## config.mk

```make
export PLATFORM = sky130hd
export DESIGN_NAME = audioTop
export DESIGN_NICKNAME = d
export VERILOG_FILES = /design/src/common/audioPkg.sv /design/src/audioTop.sv /design/src/audio/audioCfgRegs.sv /design/src/audio/pwmModulator.sv /design/src/audio/sampleFifo.sv /design/src/clkRst/clkRstGen.sv
export SDC_FILE = /design/constraint.sdc
export NUM_CORES = 1
export LEC_CHECK = 0
export ABC_AREA = 0
export ABC_CLOCK_PERIOD_IN_PS = 2300
export BUFFER_PORTS_ARGS = -buffer_cell sky130_fd_sc_hd__buf_2
export CAP_MARGIN = 15
export CORE_UTILIZATION = 38
export DETAILED_ROUTE_END_ITERATION = 8
export GPL_TIMING_DRIVEN = 0
export SLEW_MARGIN = 40
export SYNTH_ARGS = -nofsm -noshare
export SYNTH_HDL_FRONTEND = slang
export SYNTH_SLANG_ARGS = --single-unit
export TNS_END_PERCENT = 20
```

## constraint.sdc

```tcl
create_clock -name wAudioClk -period 2.3 [get_ports wAudioClk]
set_clock_uncertainty 0.05 [all_clocks]
set_input_delay 0 -clock wAudioClk [delete_from_list [all_inputs] [get_ports wAudioClk]]
set_output_delay 0 -clock wAudioClk [all_outputs]
set_load 0.005 [all_outputs]
```

## src/common/audioPkg.sv

```systemverilog
// Audio playback shared definitions
package audioPkg;

    // --------------------------------------------------
    // Sample path
    // --------------------------------------------------
    // Mono sample, signed two's complement
    localparam int sampleWidth   = 16;
    // FIFO entries, also the sender's starting credits
    localparam int fifoDepth     = 8;
    localparam int fifoAddrWidth = 3;

    // --------------------------------------------------
    // PWM output
    // --------------------------------------------------
    // 256 ticks per frame
    localparam int dutyWidth = 8;
    // Silence sits at half duty
    localparam logic [dutyWidth-1:0] dutyMid = 8'd128;
    // Arithmetic shift amount, 0 to 7
    localparam int volWidth  = 3;
    localparam int divWidth  = 8;

    // --------------------------------------------------
    // Register port
    // --------------------------------------------------
    localparam int cfgAddrWidth = 2;
    localparam int cfgDataWidth = 8;

    // Bit 0 enable
    localparam logic [cfgAddrWidth-1:0] regCtrl    = 2'd0;
    localparam logic [cfgAddrWidth-1:0] regVolume  = 2'd1;
    localparam logic [cfgAddrWidth-1:0] regTickDiv = 2'd2;
    // Bit 0 overflow, bit 1 underflow, write 1 to clear
    localparam logic [cfgAddrWidth-1:0] regStatus  = 2'd3;

endpackage
```

## src/audioTop.sv

```systemverilog
// Audio playback top level
module audioTop (
    input  logic                              wAudioClk,
    input  logic                              rstN,
    input  logic                              pllLocked,
    input  logic                              sampleValid,
    input  logic [audioPkg::sampleWidth-1:0]  sampleData,
    output logic                              creditReturn,
    input  logic                              cfgWrEn,
    input  logic [audioPkg::cfgAddrWidth-1:0] cfgAddr,
    input  logic [audioPkg::cfgDataWidth-1:0] cfgWrData,
    output logic [audioPkg::cfgDataWidth-1:0] cfgRdData,
    output logic                              pwmOut,
    output logic                              frameSync
);

    // --------------------------------------------------
    // Internal nets
    // --------------------------------------------------
    logic                             audioRstN;
    logic                             pwmTick;
    logic [audioPkg::divWidth-1:0]    tickDiv;
    logic                             enable;
    logic [audioPkg::volWidth-1:0]    volume;
    logic [audioPkg::sampleWidth-1:0] headData;
    logic                             sampleAvail;
    logic                             pop;
    logic                             overflow;
    logic                             underflow;

    // Reset release and frame pacing
    clkRstGen clkRstGen_inst (
        .wAudioClk (wAudioClk),
        .rstN      (rstN),
        .pllLocked (pllLocked),
        .tickDiv   (tickDiv),
        .audioRstN (audioRstN),
        .pwmTick   (pwmTick)
    );

    // Control and sticky status
    audioCfgRegs audioCfgRegs_inst (
        .wAudioClk (wAudioClk),
        .audioRstN (audioRstN),
        .cfgWrEn   (cfgWrEn),
        .cfgAddr   (cfgAddr),
        .cfgWrData (cfgWrData),
        .cfgRdData (cfgRdData),
        .overflow  (overflow),
        .underflow (underflow),
        .enable    (enable),
        .volume    (volume),
        .tickDiv   (tickDiv)
    );

    // Credit-controlled sample buffer
    sampleFifo sampleFifo_inst (
        .wAudioClk    (wAudioClk),
        .audioRstN    (audioRstN),
        .sampleValid  (sampleValid),
        .sampleData   (sampleData),
        .pop          (pop),
        .headData     (headData),
        .sampleAvail  (sampleAvail),
        .creditReturn (creditReturn),
        .overflow     (overflow)
    );

    // Pin driver
    pwmModulator pwmModulator_inst (
        .wAudioClk   (wAudioClk),
        .audioRstN   (audioRstN),
        .pwmTick     (pwmTick),
        .enable      (enable),
        .volume      (volume),
        .headData    (headData),
        .sampleAvail (sampleAvail),
        .pop         (pop),
        .underflow   (underflow),
        .frameSync   (frameSync),
        .pwmOut      (pwmOut)
    );

endmodule

```

## src/audio/audioCfgRegs.sv

```systemverilog
// Audio configuration registers
module audioCfgRegs (
    input  logic                              wAudioClk,
    input  logic                              audioRstN,
    input  logic                              cfgWrEn,
    input  logic [audioPkg::cfgAddrWidth-1:0] cfgAddr,
    input  logic [audioPkg::cfgDataWidth-1:0] cfgWrData,
    output logic [audioPkg::cfgDataWidth-1:0] cfgRdData,
    input  logic                              overflow,
    input  logic                              underflow,
    output logic                              enable,
    output logic [audioPkg::volWidth-1:0]     volume,
    output logic [audioPkg::divWidth-1:0]     tickDiv
);

    // Sticky event flags
    logic ovfFlag;
    logic udfFlag;
    logic statusWr;

    assign statusWr = cfgWrEn & (cfgAddr == audioPkg::regStatus);

    // --------------------------------------------------
    // Steering registers
    // --------------------------------------------------
    always_ff @(posedge wAudioClk or negedge audioRstN)
    begin
        if (!audioRstN)
        begin
            enable  <= 1'b0;
            volume  <= '0;
            tickDiv <= '0;
        end
        else if (cfgWrEn)
        begin
            case (cfgAddr)
                audioPkg::regCtrl:    enable  <= cfgWrData[0];
                audioPkg::regVolume:  volume  <= cfgWrData[audioPkg::volWidth-1:0];
                audioPkg::regTickDiv: tickDiv <= cfgWrData[audioPkg::divWidth-1:0];
                default:              ;
            endcase
        end
    end

    // --------------------------------------------------
    // Status, set beats clear
    // --------------------------------------------------
    always_ff @(posedge wAudioClk or negedge audioRstN)
    begin
        if (!audioRstN)
        begin
            ovfFlag <= 1'b0;
            udfFlag <= 1'b0;
        end
        else
        begin
            ovfFlag <= overflow  | (ovfFlag & ~(statusWr & cfgWrData[0]));
            udfFlag <= underflow | (udfFlag & ~(statusWr & cfgWrData[1]));
        end
    end

    // Readback mux, unused bits read 0
    always_comb
    begin
        cfgRdData = '0;
        case (cfgAddr)
            audioPkg::regCtrl:    cfgRdData[0] = enable;
            audioPkg::regVolume:  cfgRdData[audioPkg::volWidth-1:0] = volume;
            audioPkg::regTickDiv: cfgRdData[audioPkg::divWidth-1:0] = tickDiv;
            default:              cfgRdData[1:0] = {udfFlag, ovfFlag};
        endcase
    end

endmodule

```

## src/audio/pwmModulator.sv

```systemverilog
// PWM audio modulator
module pwmModulator (
    input  logic                             wAudioClk,
    input  logic                             audioRstN,
    input  logic                             pwmTick,
    input  logic                             enable,
    input  logic [audioPkg::volWidth-1:0]    volume,
    input  logic [audioPkg::sampleWidth-1:0] headData,
    input  logic                             sampleAvail,
    output logic                             pop,
    output logic                             underflow,
    output logic                             frameSync,
    output logic                             pwmOut
);

    // Tick position inside the current frame
    logic [audioPkg::dutyWidth-1:0] frameCnt;
    // Duty latched for the current frame
    logic [audioPkg::dutyWidth-1:0] duty;
    logic [audioPkg::dutyWidth-1:0] newDuty;
    logic signed [audioPkg::sampleWidth-1:0] scaled;
    logic frameStart;

    // --------------------------------------------------
    // Frame boundary and sample fetch
    // --------------------------------------------------
    assign frameStart = enable & pwmTick & (frameCnt == '0);
    // Take the head if there is one
    assign pop        = frameStart & sampleAvail;
    // Otherwise report a starved frame
    assign underflow  = frameStart & ~sampleAvail;

    // Volume as an arithmetic right shift
    assign scaled = $signed(headData) >>> volume;

    // Top byte of the scaled sample, offset to mid scale
    // Wraps modulo 256, empty FIFO plays silence
    assign newDuty = sampleAvail
                   ? scaled[audioPkg::sampleWidth-1 -: audioPkg::dutyWidth] + audioPkg::dutyMid
                   : audioPkg::dutyMid;

    // --------------------------------------------------
    // Counter, duty and pin
    // --------------------------------------------------
    always_ff @(posedge wAudioClk or negedge audioRstN)
    begin
        if (!audioRstN)
        begin
            frameCnt  <= '0;
            duty      <= '0;
            frameSync <= 1'b0;
            pwmOut    <= 1'b0;
        end
        else if (!enable)
        begin
            // Idle, next enable starts a fresh frame
            frameCnt  <= '0;
            frameSync <= 1'b0;
            pwmOut    <= 1'b0;
        end
        else
        begin
            frameSync <= frameStart;
            if (pwmTick)
            begin
                frameCnt <= frameCnt + 1'b1;
                if (frameCnt == '0)
                begin
                    // First tick already uses the new duty
                    duty   <= newDuty;
                    pwmOut <= (newDuty != '0);
                end
                else
                begin
                    pwmOut <= (frameCnt < duty);
                end
            end
        end
    end

endmodule

```

## src/audio/sampleFifo.sv

```systemverilog
// Credit-returning sample FIFO
module sampleFifo (
    input  logic                             wAudioClk,
    input  logic                             audioRstN,
    input  logic                             sampleValid,
    input  logic [audioPkg::sampleWidth-1:0] sampleData,
    input  logic                             pop,
    output logic [audioPkg::sampleWidth-1:0] headData,
    output logic                             sampleAvail,
    output logic                             creditReturn,
    output logic                             overflow
);

    // Sample storage
    logic [audioPkg::sampleWidth-1:0] mem [audioPkg::fifoDepth];
    logic [audioPkg::fifoAddrWidth-1:0] wrPtr;
    logic [audioPkg::fifoAddrWidth-1:0] rdPtr;
    // One extra bit so a full buffer is countable
    logic [audioPkg::fifoAddrWidth:0] count;
    logic full;
    logic wrAccept;
    logic popAccept;

    // --------------------------------------------------
    // Status and handshakes
    // --------------------------------------------------
    assign full        = (count == (audioPkg::fifoAddrWidth + 1)'(audioPkg::fifoDepth));
    assign sampleAvail = (count != '0);
    // Writes into a full buffer are lost
    assign wrAccept    = sampleValid & ~full;
    // Popping an empty buffer does nothing
    assign popAccept   = pop & sampleAvail;
    // Show-ahead head, no read latency
    assign headData    = mem[rdPtr];

    // Storage only, no reset needed
    always_ff @(posedge wAudioClk)
    begin
        if (wrAccept)
        begin
            mem[wrPtr] <= sampleData;
        end
    end

    // --------------------------------------------------
    // Pointers, count, credit and overflow pulses
    // --------------------------------------------------
    always_ff @(posedge wAudioClk or negedge audioRstN)
    begin
        if (!audioRstN)
        begin
            wrPtr        <= '0;
            rdPtr        <= '0;
            count        <= '0;
            creditReturn <= 1'b0;
            overflow     <= 1'b0;
        end
        else
        begin
            if (wrAccept)
            begin
                wrPtr <= wrPtr + 1'b1;
            end
            if (popAccept)
            begin
                rdPtr <= rdPtr + 1'b1;
            end
            // Simultaneous write and pop leave the count alone
            case ({wrAccept, popAccept})
                2'b10:   count <= count + 1'b1;
                2'b01:   count <= count - 1'b1;
                default: count <= count;
            endcase
            // One credit back per removed sample
            creditReturn <= popAccept;
            overflow     <= sampleValid & full;
        end
    end

endmodule

```

## src/clkRst/clkRstGen.sv

```systemverilog
// Audio reset and tick generation
module clkRstGen (
    input  logic                          wAudioClk,
    input  logic                          rstN,
    input  logic                          pllLocked,
    input  logic [audioPkg::divWidth-1:0] tickDiv,
    output logic                          audioRstN,
    output logic                          pwmTick
);

    // First stage of the reset synchronizer
    logic lockSync;
    // Tick divider state
    logic [audioPkg::divWidth-1:0] tickCnt;

    // --------------------------------------------------
    // Reset synchronizer
    // --------------------------------------------------
    // Board reset asserts at once
    // Release takes two edges once lock is good
    // Loss of lock pulls the second stage low on the next edge
    always_ff @(posedge wAudioClk or negedge rstN)
    begin
        if (!rstN)
        begin
            lockSync  <= 1'b0;
            audioRstN <= 1'b0;
        end
        else
        begin
            lockSync  <= pllLocked;
            audioRstN <= lockSync & pllLocked;
        end
    end

    // --------------------------------------------------
    // PWM tick divider
    // --------------------------------------------------
    // One tick every tickDiv+1 cycles
    // Held quiet while the audio domain is in reset
    always_ff @(posedge wAudioClk or negedge audioRstN)
    begin
        if (!audioRstN)
        begin
            tickCnt <= '0;
            pwmTick <= 1'b0;
        end
        else if (tickCnt == '0)
        begin
            // Reload picks up divider changes at the boundary
            tickCnt <= tickDiv;
            pwmTick <= 1'b1;
        end
        else
        begin
            tickCnt <= tickCnt - 1'b1;
            pwmTick <= 1'b0;
        end
    end

endmodule

```

Word-level counts from Yosys, hierarchy flattened
Memories as Yosys holds them, arrays and structs flattened.
Cells that the tools add are included.

word-level totals
  bits in registers = 55
  bits in latches = 0
  memory bits (writable) = 128
  memory bits (read-only) = 0
  input port bits = 31
  output and inout port bits = 11
  word-level logic and storage cells = 80
  memories kept = 1

memory list
  memory               words  width  read ports  clocked after memory_dff  wr ports  RTL line          RTL
  sampleFifo_inst.mem  8      16     1           0                         1         sampleFifo.sv:15  logic [audioPkg::sampleWidth-1:0] mem [audioPkg::fifoDepth];

operators by class
  add/sub/neg operators = 7
  multiply operators = 0
  div/mod/pow operators = 0
  $lt $le $gt $ge = 1
  equality and inequality tests = 7
  shifts and indexed selects = 1
  multiplexer cells = 16
  bitwise operators = 19
  reduce and logical (&&, ||, !) cells = 10

operator list
  kind                 count
  $mux 8               4
  $logic_not 8->1      2
  $sshr 16x3->16       1
  $and 1x1->1          13
  $add 8x1->8 const B  1
  $add 8x8->8 const B  1
  $lt 8x8->1           1
  $pmux 4 s2           1
  $reduce_bool 8->1    1
  $sub 8x1->8 const B  1
  $mux 1               7
  $add 3x1->3 const B  2
  $eq 2x2->1 const B   3
  $pmux 1 s3           2
  $reduce_and 2->1     3
  $mux 5               1
  $add 4x1->4 const B  1
  $eq 2x1->1 const B   2
  $eq 4x4->1 const B   1
  $not 1->1            4
  $reduce_bool 4->1    1
  $sub 4x1->4 const B  1
  $reduce_and 3->1     1
  $logic_not 2->1      1
  4 further kinds      5

Longest topological paths before layout
Gate-level depths: netlist of the first run.
An unclocked memory read counts as a cell.

  word-level depth = 8
  gate-level depth with buffers = 13
  gate-level depth less buffers = 13

Modules after synthesis
From an unflattened synthesis of the first run, not the netlist that was laid out.

unflattened totals
  cell total of the unflattened synthesis = 495
  area total of the unflattened synthesis = 8167.8 µm²

by module, submodules not included
  module        instances  cells each  area each (µm²)  sequential area each (µm²)
  sampleFifo    1          254         5609.1           4144.0
  pwmModulator  1          136         1328.8           450.4
  audioCfgRegs  1          53          674.4            350.3
  clkRstGen     1          52          555.5            275.3

Worst setup path after synthesis of the first run
No wires, ideal clock.

  path type = register to register
  from = reg pwmModulator_inst.frameCnt[0] in the netlist's numbering
  to = reg sampleFifo_inst.count[2] in the netlist's numbering
  setup time = 0.125 ns
  data arrival time = 2.939 ns
  setup slack = -0.815 ns
  stages on the path, launching flop included = 14
  clock period less this slack = 3.115 ns
  cells stage by stage = dfrtp_1 inv_1 ha_1 or4b_2 nor4_4 nand3_2 nor2_2 ha_1 xor2_1 ha_1 a21oi_1 xor2_1 nor2_1 xor2_1

on the way
  longest elaborated chain between the ends = 6

RTL lines
  item                                                    RTL line            RTL
  from (decl)                                             pwmModulator.sv:17  logic [audioPkg::dutyWidth-1:0] frameCnt;
  from (signal assigned)                                  pwmModulator.sv:66  frameCnt <= frameCnt + 1'b1;
  $logic_not 8->1 (*)                                     pwmModulator.sv:27  assign frameStart = enable & pwmTick & (frameCnt == '0);
  $and 1x1->1 (*)                                         pwmModulator.sv:27
  $and 1x1->1 (*)                                         pwmModulator.sv:29  assign pop = frameStart & sampleAvail;
  $and 1x1->1 (*)                                         sampleFifo.sv:32    assign popAccept = pop & sampleAvail;
  named net sampleFifo_inst.popAccept                     sampleFifo.sv:22    logic popAccept;
  $eq 2x1->1 / $eq 2x2->1 (equally long branches)         sampleFifo.sv:69    case ({wrAccept, popAccept})
  $pmux 4 s2 / $reduce_bool 2->1 (equally long branches)  --
  to (signal assigned)                                    sampleFifo.sv:70    2'b10: count <= count + 1'b1;
  to (signal assigned)                                    sampleFifo.sv:71    2'b01: count <= count - 1'b1;
  to (signal assigned)                                    sampleFifo.sv:72    default: count <= count;
  to (decl)                                               sampleFifo.sv:19    logic [audioPkg::fifoAddrWidth:0] count;

Mark *: on every way through the listed nets, which the timed path passes. The rest lies on a longest branch.
A chain may end at the register's enable or synchronous reset.

Worst setup path in the final report of the first run
Same ends and word-level chain as after synthesis.

==> flow_summary.yaml, run 1 <==
sta:
  finalMaxSlewViolations: 0
  setup_tns_ns: -1.84
  clock.fmax_mhz: 367
  setup_viol: 23
  period_needed_ns: 2.73
  whs_ns: 0.121
  timing_hold_violations_final: 0
  grt_setup_unrepaired: "yes"
  worstMarginPinSlew_ns: 0.724
  min_period_over_period_pct: 119
  fin_ws_ns: -0.426
  slew_headroom_pct: 51.4
synthesis:
  dominantRegCellSynth: "edfxtp_1"
  synth_cell_types: 56
  synthArstFlopShare_pct: 46.2
  yosys-top-cells-area: "edfxtp_1 35%, dfrtp_1 25%, mux4_1 5.2%"
  syn-num-nets: 464
  ys_seq_area_share_pct: 59.4
  synthCells: 413
  syn_area_um2: 5550
  synth.most_common_cell: "edfxtp_1"
  yosys_warnings: 0
  ys_seq_elements: 119
  synth_largest_area_cell: "edfxtp_1"
  synth_top_area_share_pct: 34.6
  synth_edf_count: 64
  yosys-top-cells-count: "64 x edfxtp_1, 55 x dfrtp_1, 31 x nand2_1"
  syn_avg_cell_area_um2: 13.4
setup_path:
  critPathSlowestCell: "or4b_4"
  cp.arrival_ns: 3.02
  crit_path_cell_trace: "inv_2 -> ha_4 -> or4b_4 -> nor4_4 -> nand3_4 -> nor2_4 -> ha_4 -> xor2_1 -> ha_2 -> a21oi_2 -> xor2_1 -> nor2_1 -> xor2_1"
  cpMostUsedCell: "xor2_1"
  path_delay_family: "simple AND/OR/NAND/NOR gates"
  cp_data_required_time_ns: 2.59
  critical_path.max_fanout: 3
  slowest_delay_ns: 0.46
  cp_num_buf_inv: 1
  worstSetupPathType: "reg2reg"
  cp-start-kind: "flip-flop"
  crit_path_end_kind: "flip-flop"
global_routing:
  grt_use_total_pct: 16.7
  grt_remaining_overflow: 0
  antenna_found_initial: 0
  grt_pass1_vias: 3576
  grt_pass1_wl_um: 18300
  grt_start_max_net_pins: 42
power_and_ir_drop:
  powerDensity_nw_per_um2: 1090
  vdd_drop_max_uv: 627
  power.static_leakage_nw: 2.91
  fin_total_pwr_mw: 7.82
placed_design:
  dp_hpwl_um: 7340
  placedInstanceArea_um2: 6020
  io_buffers: 33
  routabilityCongestion: 0.815
routing:
  drt_iter0_drc: 152
  viasPerCell: 5.04
  routed_wl_um: 11300
  drtPass1Iterations: 4
  route.detailed.drc: 0
  wl_per_cell_um: 15.9
  vias: 3561
  antenna_left: 0
cells_and_area:
  antennaDiodeCount: 0
  multi_input_area_um2: 2280
  fillers: 1199
  fin_nets: 564
  final_area_um2: 7190
  final_util_pct: 51.2
  drive_above_1_share_pct: 30.6
  seqCellArea_um2: 3300
  synthToLayoutAreaGrowth_pct: 29.4
clocking:
  cts_sinks: 119
  cts_max_path_buffers: 2
  htreeDepth: 4
  clk_pin_slew_ns: 0.05
  cts_root_buf: "clkbuf_16"
  tritoncts.num_buffers: 17
  clk_latency_ns: 0.42
  cts_tree: "done"
floorplanning:
  die_h_um: 123
  start_util_pct: 39.6
  dieArea_um2: 15100
  die_w_um: 123
  ios: 42
  rows: 43
  core_um2: 14000
outcome:
  status: "complete, but fails checks"
  violations: "setup timing"
hold_path:
  hold_class: "reg2async"
run:
  drv_cap: 0
## kinds of logic (layout without fill, tap and decap cells)
logic type	Yosys count	in the layout	share of synthesized area, %
fa+ha+maj	20	20	4.51
flops	119	119	59.4
simple gates	129	129	12.1
compound gates	57	57	6.58
xor+xnor	19	19	3.00
mux	37	37	11.7
buf+inv	32	145	2.70
## registers in the layout (all words and copies together), names as in the netlist, 3 cells and up
name and flops:
sampleFifo_inst.rdPtr 3, sampleFifo_inst.count 4, pwmModulator_inst.frameCnt 8, audioCfgRegs_inst.tickDiv 8, audioCfgRegs_inst.volume 3, sampleFifo_inst.wrPtr 3
sampleFifo_inst.mem 64, clkRstGen_inst.tickCnt 8, pwmModulator_inst.duty 8
## metal layers
layer	part of all wire (%)	GRT usage, %
met4	0.94	5.03
met2	49	27.2
met3	4.0	5.58
met5	0	0
met1	46	21.1
## power breakdown
group	internal, mW	switching (mW)
Sequential	2.70	0.283
Clock	1.69	0.932
Combinational	1.12	1.09
Total	5.51	2.31
## metrics by stage
step,worst slack (ns),cells
finish,-0.426,706
CTS,-0.448,703
global placement,-0.911,626
global route,-0.611,706
detailed placement,-0.937,627
floorplan,-0.543,413
## cells in the final DEF, fill, tap and decap left out, types with 9 or more instances in the layout
cell           count
dlygate4sd3_1     21
and2_1            15
a21oi_1           14
clkbuf_16         17
o21ai_0            9
buf_4             22
nand2b_1          10
nand2_1           30
xor2_1             9
ha_1              16
nand3_1           11
inv_1             17
buf_2             37
edfxtp_1          64
dfrtp_1           54
nor2_1            23
mux4_2             9
mux2_2            14
xnor2_1           10
## worst paths after layout
check	start	to	slack, ns	cells after the start
setup / recovery	pwmModulator_inst.frameCnt[0]	sampleFifo_inst.count[2]	-0.43	13
hold / removal	clkRstGen_inst.audioRstN	pwmModulator_inst.frameCnt[7]	0.12	0
hold reg to reg	clkRstGen_inst.audioRstN	pwmModulator_inst.frameCnt[7]	0.12	0
min in group wAudioClk	cfgAddr[1]	audioCfgRegs_inst.udfFlag	0.12	5
max in group asynchronous	clkRstGen_inst.audioRstN	sampleFifo_inst.count[2]	1.60	1
setup reg to reg	pwmModulator_inst.frameCnt[0]	sampleFifo_inst.count[2]	-0.43	13
## worst register-to-register path, cell delays in order (launching register included)
cell and delay (ns):
dfrtp_1 0.40, inv_2 0.09, ha_4 0.12, or4b_4 0.46
nor4_4 0.26, nand3_4 0.12, nor2_4 0.18, ha_4 0.18
xor2_1 0.15, ha_2 0.19, a21oi_2 0.04, xor2_1 0.15
nor2_1 0.11, xor2_1 0.15
## timing repair
| action | 4_1_cts | 5_1_grt |
|---|---|---|
| pin swaps | 11 | 2 |
| setup endpoints to repair | 48 | 77 |
| hold endpoints to repair | 84 | 0 |
| buffers inserted | 21 | 3 |
| gates cloned | 2 | 0 |
| hold buffers | 21 | 0 |
| resized for setup | 33 | 17 |
## layout make-up
cell class / instances / share of cell area (%)
sequential: 119 / 46.0
timing repair buffer: 81 / 8.88
tap: 180 / 3.13
buffer: 13 / 1.15
clock buffer: 19 / 6.02
clock inverter: 13 / 2.18
multi-input combinational: 262 / 31.7
inverter: 19 / 0.993
No activity file was read; power rests on OpenSTA's default activity.
==> run 2: changes to the inputs <==
SKIP_LAST_GASP = 1   (was not set)
==> run 2 against run 1 <==
The run still ends with setup timing left. Setup slack got worse by 0.0016 ns. Global-route usage about the same. Flip-flop and latch count unchanged. Sequential share of layout area increased by 0.24 points. Die area unchanged. Combinational power decreased by 4%. Via count unchanged. Critical path type unchanged. Largest cell class unchanged. Largest power group unchanged. Highest routed layer unchanged.
==> flow_summary.yaml, run 2 (synthesis results as in run 1) <==
routing:
  wl_per_cell_um: 16.0
  routed_wl_um: 11300
  antenna_left: 0
  vias: 3561
  route.detailed.drc: 0
  viasPerCell: 5.04
  drt_iter0_drc: 152
  drtPass1Iterations: 4
cells_and_area:
  layout_common_cells: "64 x edfxtp_1, 54 x dfrtp_1, 37 x buf_2"
  antennaDiodeCount: 0
  regMostFlops: "sampleFifo_inst.mem"
  final_util_pct: 50.9
  fin_nets: 564
  final_common_cell: "edfxtp_1"
  synthToLayoutAreaGrowth_pct: 28.7
  drive_above_1_share_pct: 30.6
  largest_register_ffs: 64
global_routing:
  use_met1_pct: 21.0
  grt_use_total_pct: 16.7
  grtUsageMet2_pct: 27.2
  grt_pass1_vias: 3567
  grt_pass1_wl_um: 18300
  grt_start_max_net_pins: 42
  grt_remaining_overflow: 0
  use_met3_pct: 5.58
  antenna_found_initial: 0
  busiest_layer: "met2"
setup_path:
  crit_path_end_kind: "flip-flop"
  reg2regPathDepth: 13
  r2r_setup_slack_ns: -0.43
  r2r-start: "pwmModulator_inst.frameCnt[0]"
  cp_data_required_time_ns: 2.59
  crit_end: "sampleFifo_inst.count[2]"
  cp-start-kind: "flip-flop"
  worstSetupPathType: "reg2reg"
  r2r-end: "sampleFifo_inst.count[2]"
  crit_path_start: "pwmModulator_inst.frameCnt[0]"
  cp.arrival_ns: 3.02
  critical_path.max_fanout: 3
clocking:
  cts_sinks: 119
  cts_root_buf: "clkbuf_16"
  clk_pin_slew_ns: 0.05
  tritoncts.num_buffers: 17
  cts_tree: "done"
  cts_max_path_buffers: 2
  htreeDepth: 4
  clk_latency_ns: 0.42
sta:
  finalMaxSlewViolations: 0
  timing_hold_violations_final: 0
  period_needed_ns: 2.73
  setup_tns_ns: -1.89
  min_period_over_period_pct: 119
  setup_viol: 8
  fin_ws_ns: -0.427
  clock.fmax_mhz: 367
  grt_setup_unrepaired: "yes"
  worstMarginPinSlew_ns: 0.725
  slew_headroom_pct: 51.2
placed_design:
  io_buffers: 33
  dp_hpwl_um: 7340
  routabilityCongestion: 0.815
power_and_ir_drop:
  vdd_drop_max_uv: 624
  power.static_leakage_nw: 2.90
  powerDensity_nw_per_um2: 1080
floorplanning:
  die_h_um: 123
  dieArea_um2: 15100
  core_um2: 14000
  die_w_um: 123
  start_util_pct: 39.6
  ios: 42
  rows: 43
outcome:
  violations: "setup timing"
  status: "complete, but fails checks"
hold_path:
  hold_class: "reg2async"
run:
  drv_cap: 0
[run 2: routing by layer]
metal / vias up / share of wire [%]
li1: 1721 / -
met1: 1758 / 46
met2: 70 / 49
met3: 12 / 4.1
met4: 0 / 1.0
met5: - / 0
[run 2: critical path, cell delays in order, from the launching register on]
cell,delay (ns)
dfrtp_1,0.40
inv_2,0.09
ha_4,0.12
or4b_4,0.46
nor4_4,0.26
nand3_4,0.12
nor2_4,0.18
ha_4,0.17
xor2_1,0.15
ha_2,0.19
a21oi_2,0.03
xor2_1,0.15
nor2_1,0.11
xor2_1,0.15
[run 2: cell type report]
type                       count  area [um2]
multi-input combinational    262        2250
timing repair buffer          81         631
sequential                   119        3300
fill                        1197        6890
inverter                      19        71.3
tap                          180         225
clock buffer                  19         433
clock inverter                13         156
buffer                        13        82.6
[run 2: what timing repair did]
action,4_1_cts,5_1_grt
hold buffers,21,0
hold endpoints to repair,84,0
cloned,2,0
endpoints found under the setup margin,48,77
pin swaps,11,2
buffers inserted,21,4
resized for setup,25,14
[run 2: per-stage QoR]
| step | hold WS (ns) | instances | total power [mW] | instance area [um2] | setup slack (ns) |
|---|---|---|---|---|---|
| 6_report | 0.120 | 706 | 7.74 | 7150 | -0.427 |
| 5_1_grt | 0.142 | 706 | 8.16 | 7150 | -0.644 |
| 4_1_cts | 0.112 | 703 | 7.77 | 7080 | -0.448 |
| 3_5_place_dp | -0.260 | 627 | 4.74 | 6020 | -0.937 |
| 3_3_place_gp | -0.261 | 626 | 4.64 | 5970 | -0.911 |
| 2_1_floorplan | -0.346 | 413 | 4.25 | 5580 | -0.543 |
[run 2: report_power, final]
part           switching, mW  total [mW]  internal (mW)  leakage (nW)
registers              0.282        2.98           2.70          1.28
clock network          0.930        2.62           1.69         0.278
logic                   1.05        2.14           1.09          1.34
total                   2.26        7.74           5.47          2.90
[run 2: worst min path at each step]
stage	depth (start not counted)	slack, ns	end	from
floorplan	0	-0.35	clkRstGen_inst.audioRstN	rstN
global placement	1	-0.26	clkRstGen_inst.lockSync	rstN
detailed placement	1	-0.26	clkRstGen_inst.lockSync	rstN
CTS	5	0.11	audioCfgRegs_inst.udfFlag	cfgAddr[1]
global route	0	0.14	pwmModulator_inst.frameCnt[7]	clkRstGen_inst.audioRstN
finish	0	0.12	pwmModulator_inst.frameCnt[7]	clkRstGen_inst.audioRstN
==> run 3: changes to the inputs <==
ABC_AREA = not set   (was 0)
GPL_TIMING_DRIVEN = not set   (was 0)
==> run 3 against run 2 <==
The run still ends with setup timing left. Via count grew 0.56%. Maximum frequency grew 5.8%. Routed wire length is essentially flat. Critical path depth is the same.
==> flow_summary.yaml, run 3 (synthesis results as in run 1) <==
setup_path:
  critical_path.max_fanout: 3
  cp_data_required_time_ns: 2.58
  worstSetupPathType: "reg2reg"
  r2r_setup_slack_ns: -0.28
  cp.arrival_ns: 2.86
  cp-start-kind: "flip-flop"
  crit_path_end_kind: "flip-flop"
routing:
  antenna_left: 0
  viasPerCell: 4.99
  drt_iter0_drc: 189
  drtPass1Iterations: 5
  route.detailed.drc: 0
  wl_per_cell_um: 15.7
  routed_wl_um: 11300
  vias: 3581
hold_path:
  hold_class: "in2reg"
cells_and_area:
  fin_nets: 575
  antennaDiodeCount: 0
  largest_register_ffs: 64
  final_common_cell: "edfxtp_1"
  drive_above_1_share_pct: 31.7
  synthToLayoutAreaGrowth_pct: 30.3
  layout_common_cells: "64 x edfxtp_1, 53 x dfrtp_1, 46 x buf_4"
  regMostFlops: "sampleFifo_inst.mem"
  final_area_um2: 7240
floorplanning:
  start_util_pct: 39.6
  dieArea_um2: 15100
  ios: 42
  rows: 43
  die_h_um: 123
  core_um2: 14000
  die_w_um: 123
global_routing:
  grt_start_max_net_pins: 22
  antenna_found_initial: 0
  grt_pass1_wl_um: 18200
  grt_use_total_pct: 16.4
  grt_remaining_overflow: 0
  grt_pass1_vias: 3701
power_and_ir_drop:
  powerDensity_nw_per_um2: 1060
  vdd_drop_max_uv: 843
  p_switching_mw: 2.18
  p_int_mw: 5.46
  power.static_leakage_nw: 2.98
  clockPowerShare_pct: 34.0
  switching_share_pct: 28.6
  p_comb_share_pct: 27.2
  power_frac_seq_pct: 38.8
clocking:
  clk_latency_ns: 0.41
  cts_max_path_buffers: 2
  cts_tree: "done"
  clk_pin_slew_ns: 0.05
  cts_root_buf: "clkbuf_16"
  tritoncts.num_buffers: 17
  cts_sinks: 119
  htreeDepth: 4
sta:
  whs_ns: 0.130
  slew_headroom_pct: 60.8
  min_period_over_period_pct: 112
  fin_ws_ns: -0.277
  setup_viol: 8
  timing_hold_violations_final: 0
  grt_setup_unrepaired: "yes"
  worstMarginPinSlew_ns: 0.587
  finalMaxSlewViolations: 0
  clock.fmax_mhz: 388
  setup_tns_ns: -1.32
  period_needed_ns: 2.58
outcome:
  status: "complete, but fails checks"
  violations: "setup timing"
placed_design:
  routabilityCongestion: 0.790
  placedInstanceArea_um2: 6290
  dp_hpwl_um: 7790
  io_buffers: 33
run:
  drv_cap: 0
run 3: path summary, 6_finish.rpt:
check	startpoint	endpoint	depth (start not counted)
setup reg to reg	pwmModulator_inst.frameCnt[0]	sampleFifo_inst.count[2]	13
setup / recovery	pwmModulator_inst.frameCnt[0]	sampleFifo_inst.count[2]	13
hold / removal	cfgAddr[1]	audioCfgRegs_inst.ovfFlag	4
max in group asynchronous	clkRstGen_inst.audioRstN	audioCfgRegs_inst.ovfFlag	1
hold reg to reg	clkRstGen_inst.audioRstN	pwmModulator_inst.frameCnt[1]	0
min in group asynchronous	clkRstGen_inst.audioRstN	pwmModulator_inst.frameCnt[1]	0
run 3: power by group through the flow:
stage               sequential (mW)  clock (mW)  combinational [mW]
floorplan                      2.93           0                1.32
global placement               2.97           0                1.89
detailed placement             2.99           0                1.95
CTS                            2.95        2.65                1.99
global route                   3.02        2.75                2.30
finish                         2.96        2.60                2.08
run 3: cell type report:
cell class                      instances  area [um2]
Clock buffer                           19         433
Clock inverter                         13         156
Fill cell                            1196        6810
Inverter                               19        71.3
Multi-Input combinational cell        262        2230
Sequential cell                       119        3300
Tap cell                              180         225
Timing Repair Buffer                  105         817
run 3: timing repair:
action / in CTS / in global routing
gates resized for setup: 2 / 20
setup buffers: 3 / 1
cloned: 0 / 1
hold endpoints to repair: 84 / 0
endpoints found under the setup margin: 10 / 15
hold buffers: 21 / 0
pin swaps: 4 / 5
run 3: metal layers:
metal / GRT usage (%) / vias up / wire (um)
met1: 19.7 / 1753 / 4950
met3: 5.35 / 17 / 513
met5: 0 / - / 0
li1: - / 1745 / -
met4: 6.17 / 0 / 172
met2: 27.5 / 66 / 5650
run 3: through the flow:
stage	total power, mW	util (%)	worst slack, ns	cells
after global routing	8.07	51.5	-0.448	717
after global placement	4.85	44.7	-0.379	659
final	7.65	51.5	-0.277	717
after floorplan	4.25	-	-0.543	413
after detailed placement	4.93	44.8	-0.443	659
after CTS	7.59	50.7	-0.311	715
run 3: worst max-delay path, cell delays in order, from the launching register on:
cell and delay [ns]:
dfrtp_1 0.38, inv_2 0.09, ha_4 0.12, or4b_4 0.46
nor4_4 0.17, nand3_2 0.15, nor2_4 0.14, ha_4 0.16
xor2_2 0.13, ha_2 0.19, a21oi_2 0.04, xor2_1 0.14
nor2_1 0.12, xor2_1 0.15
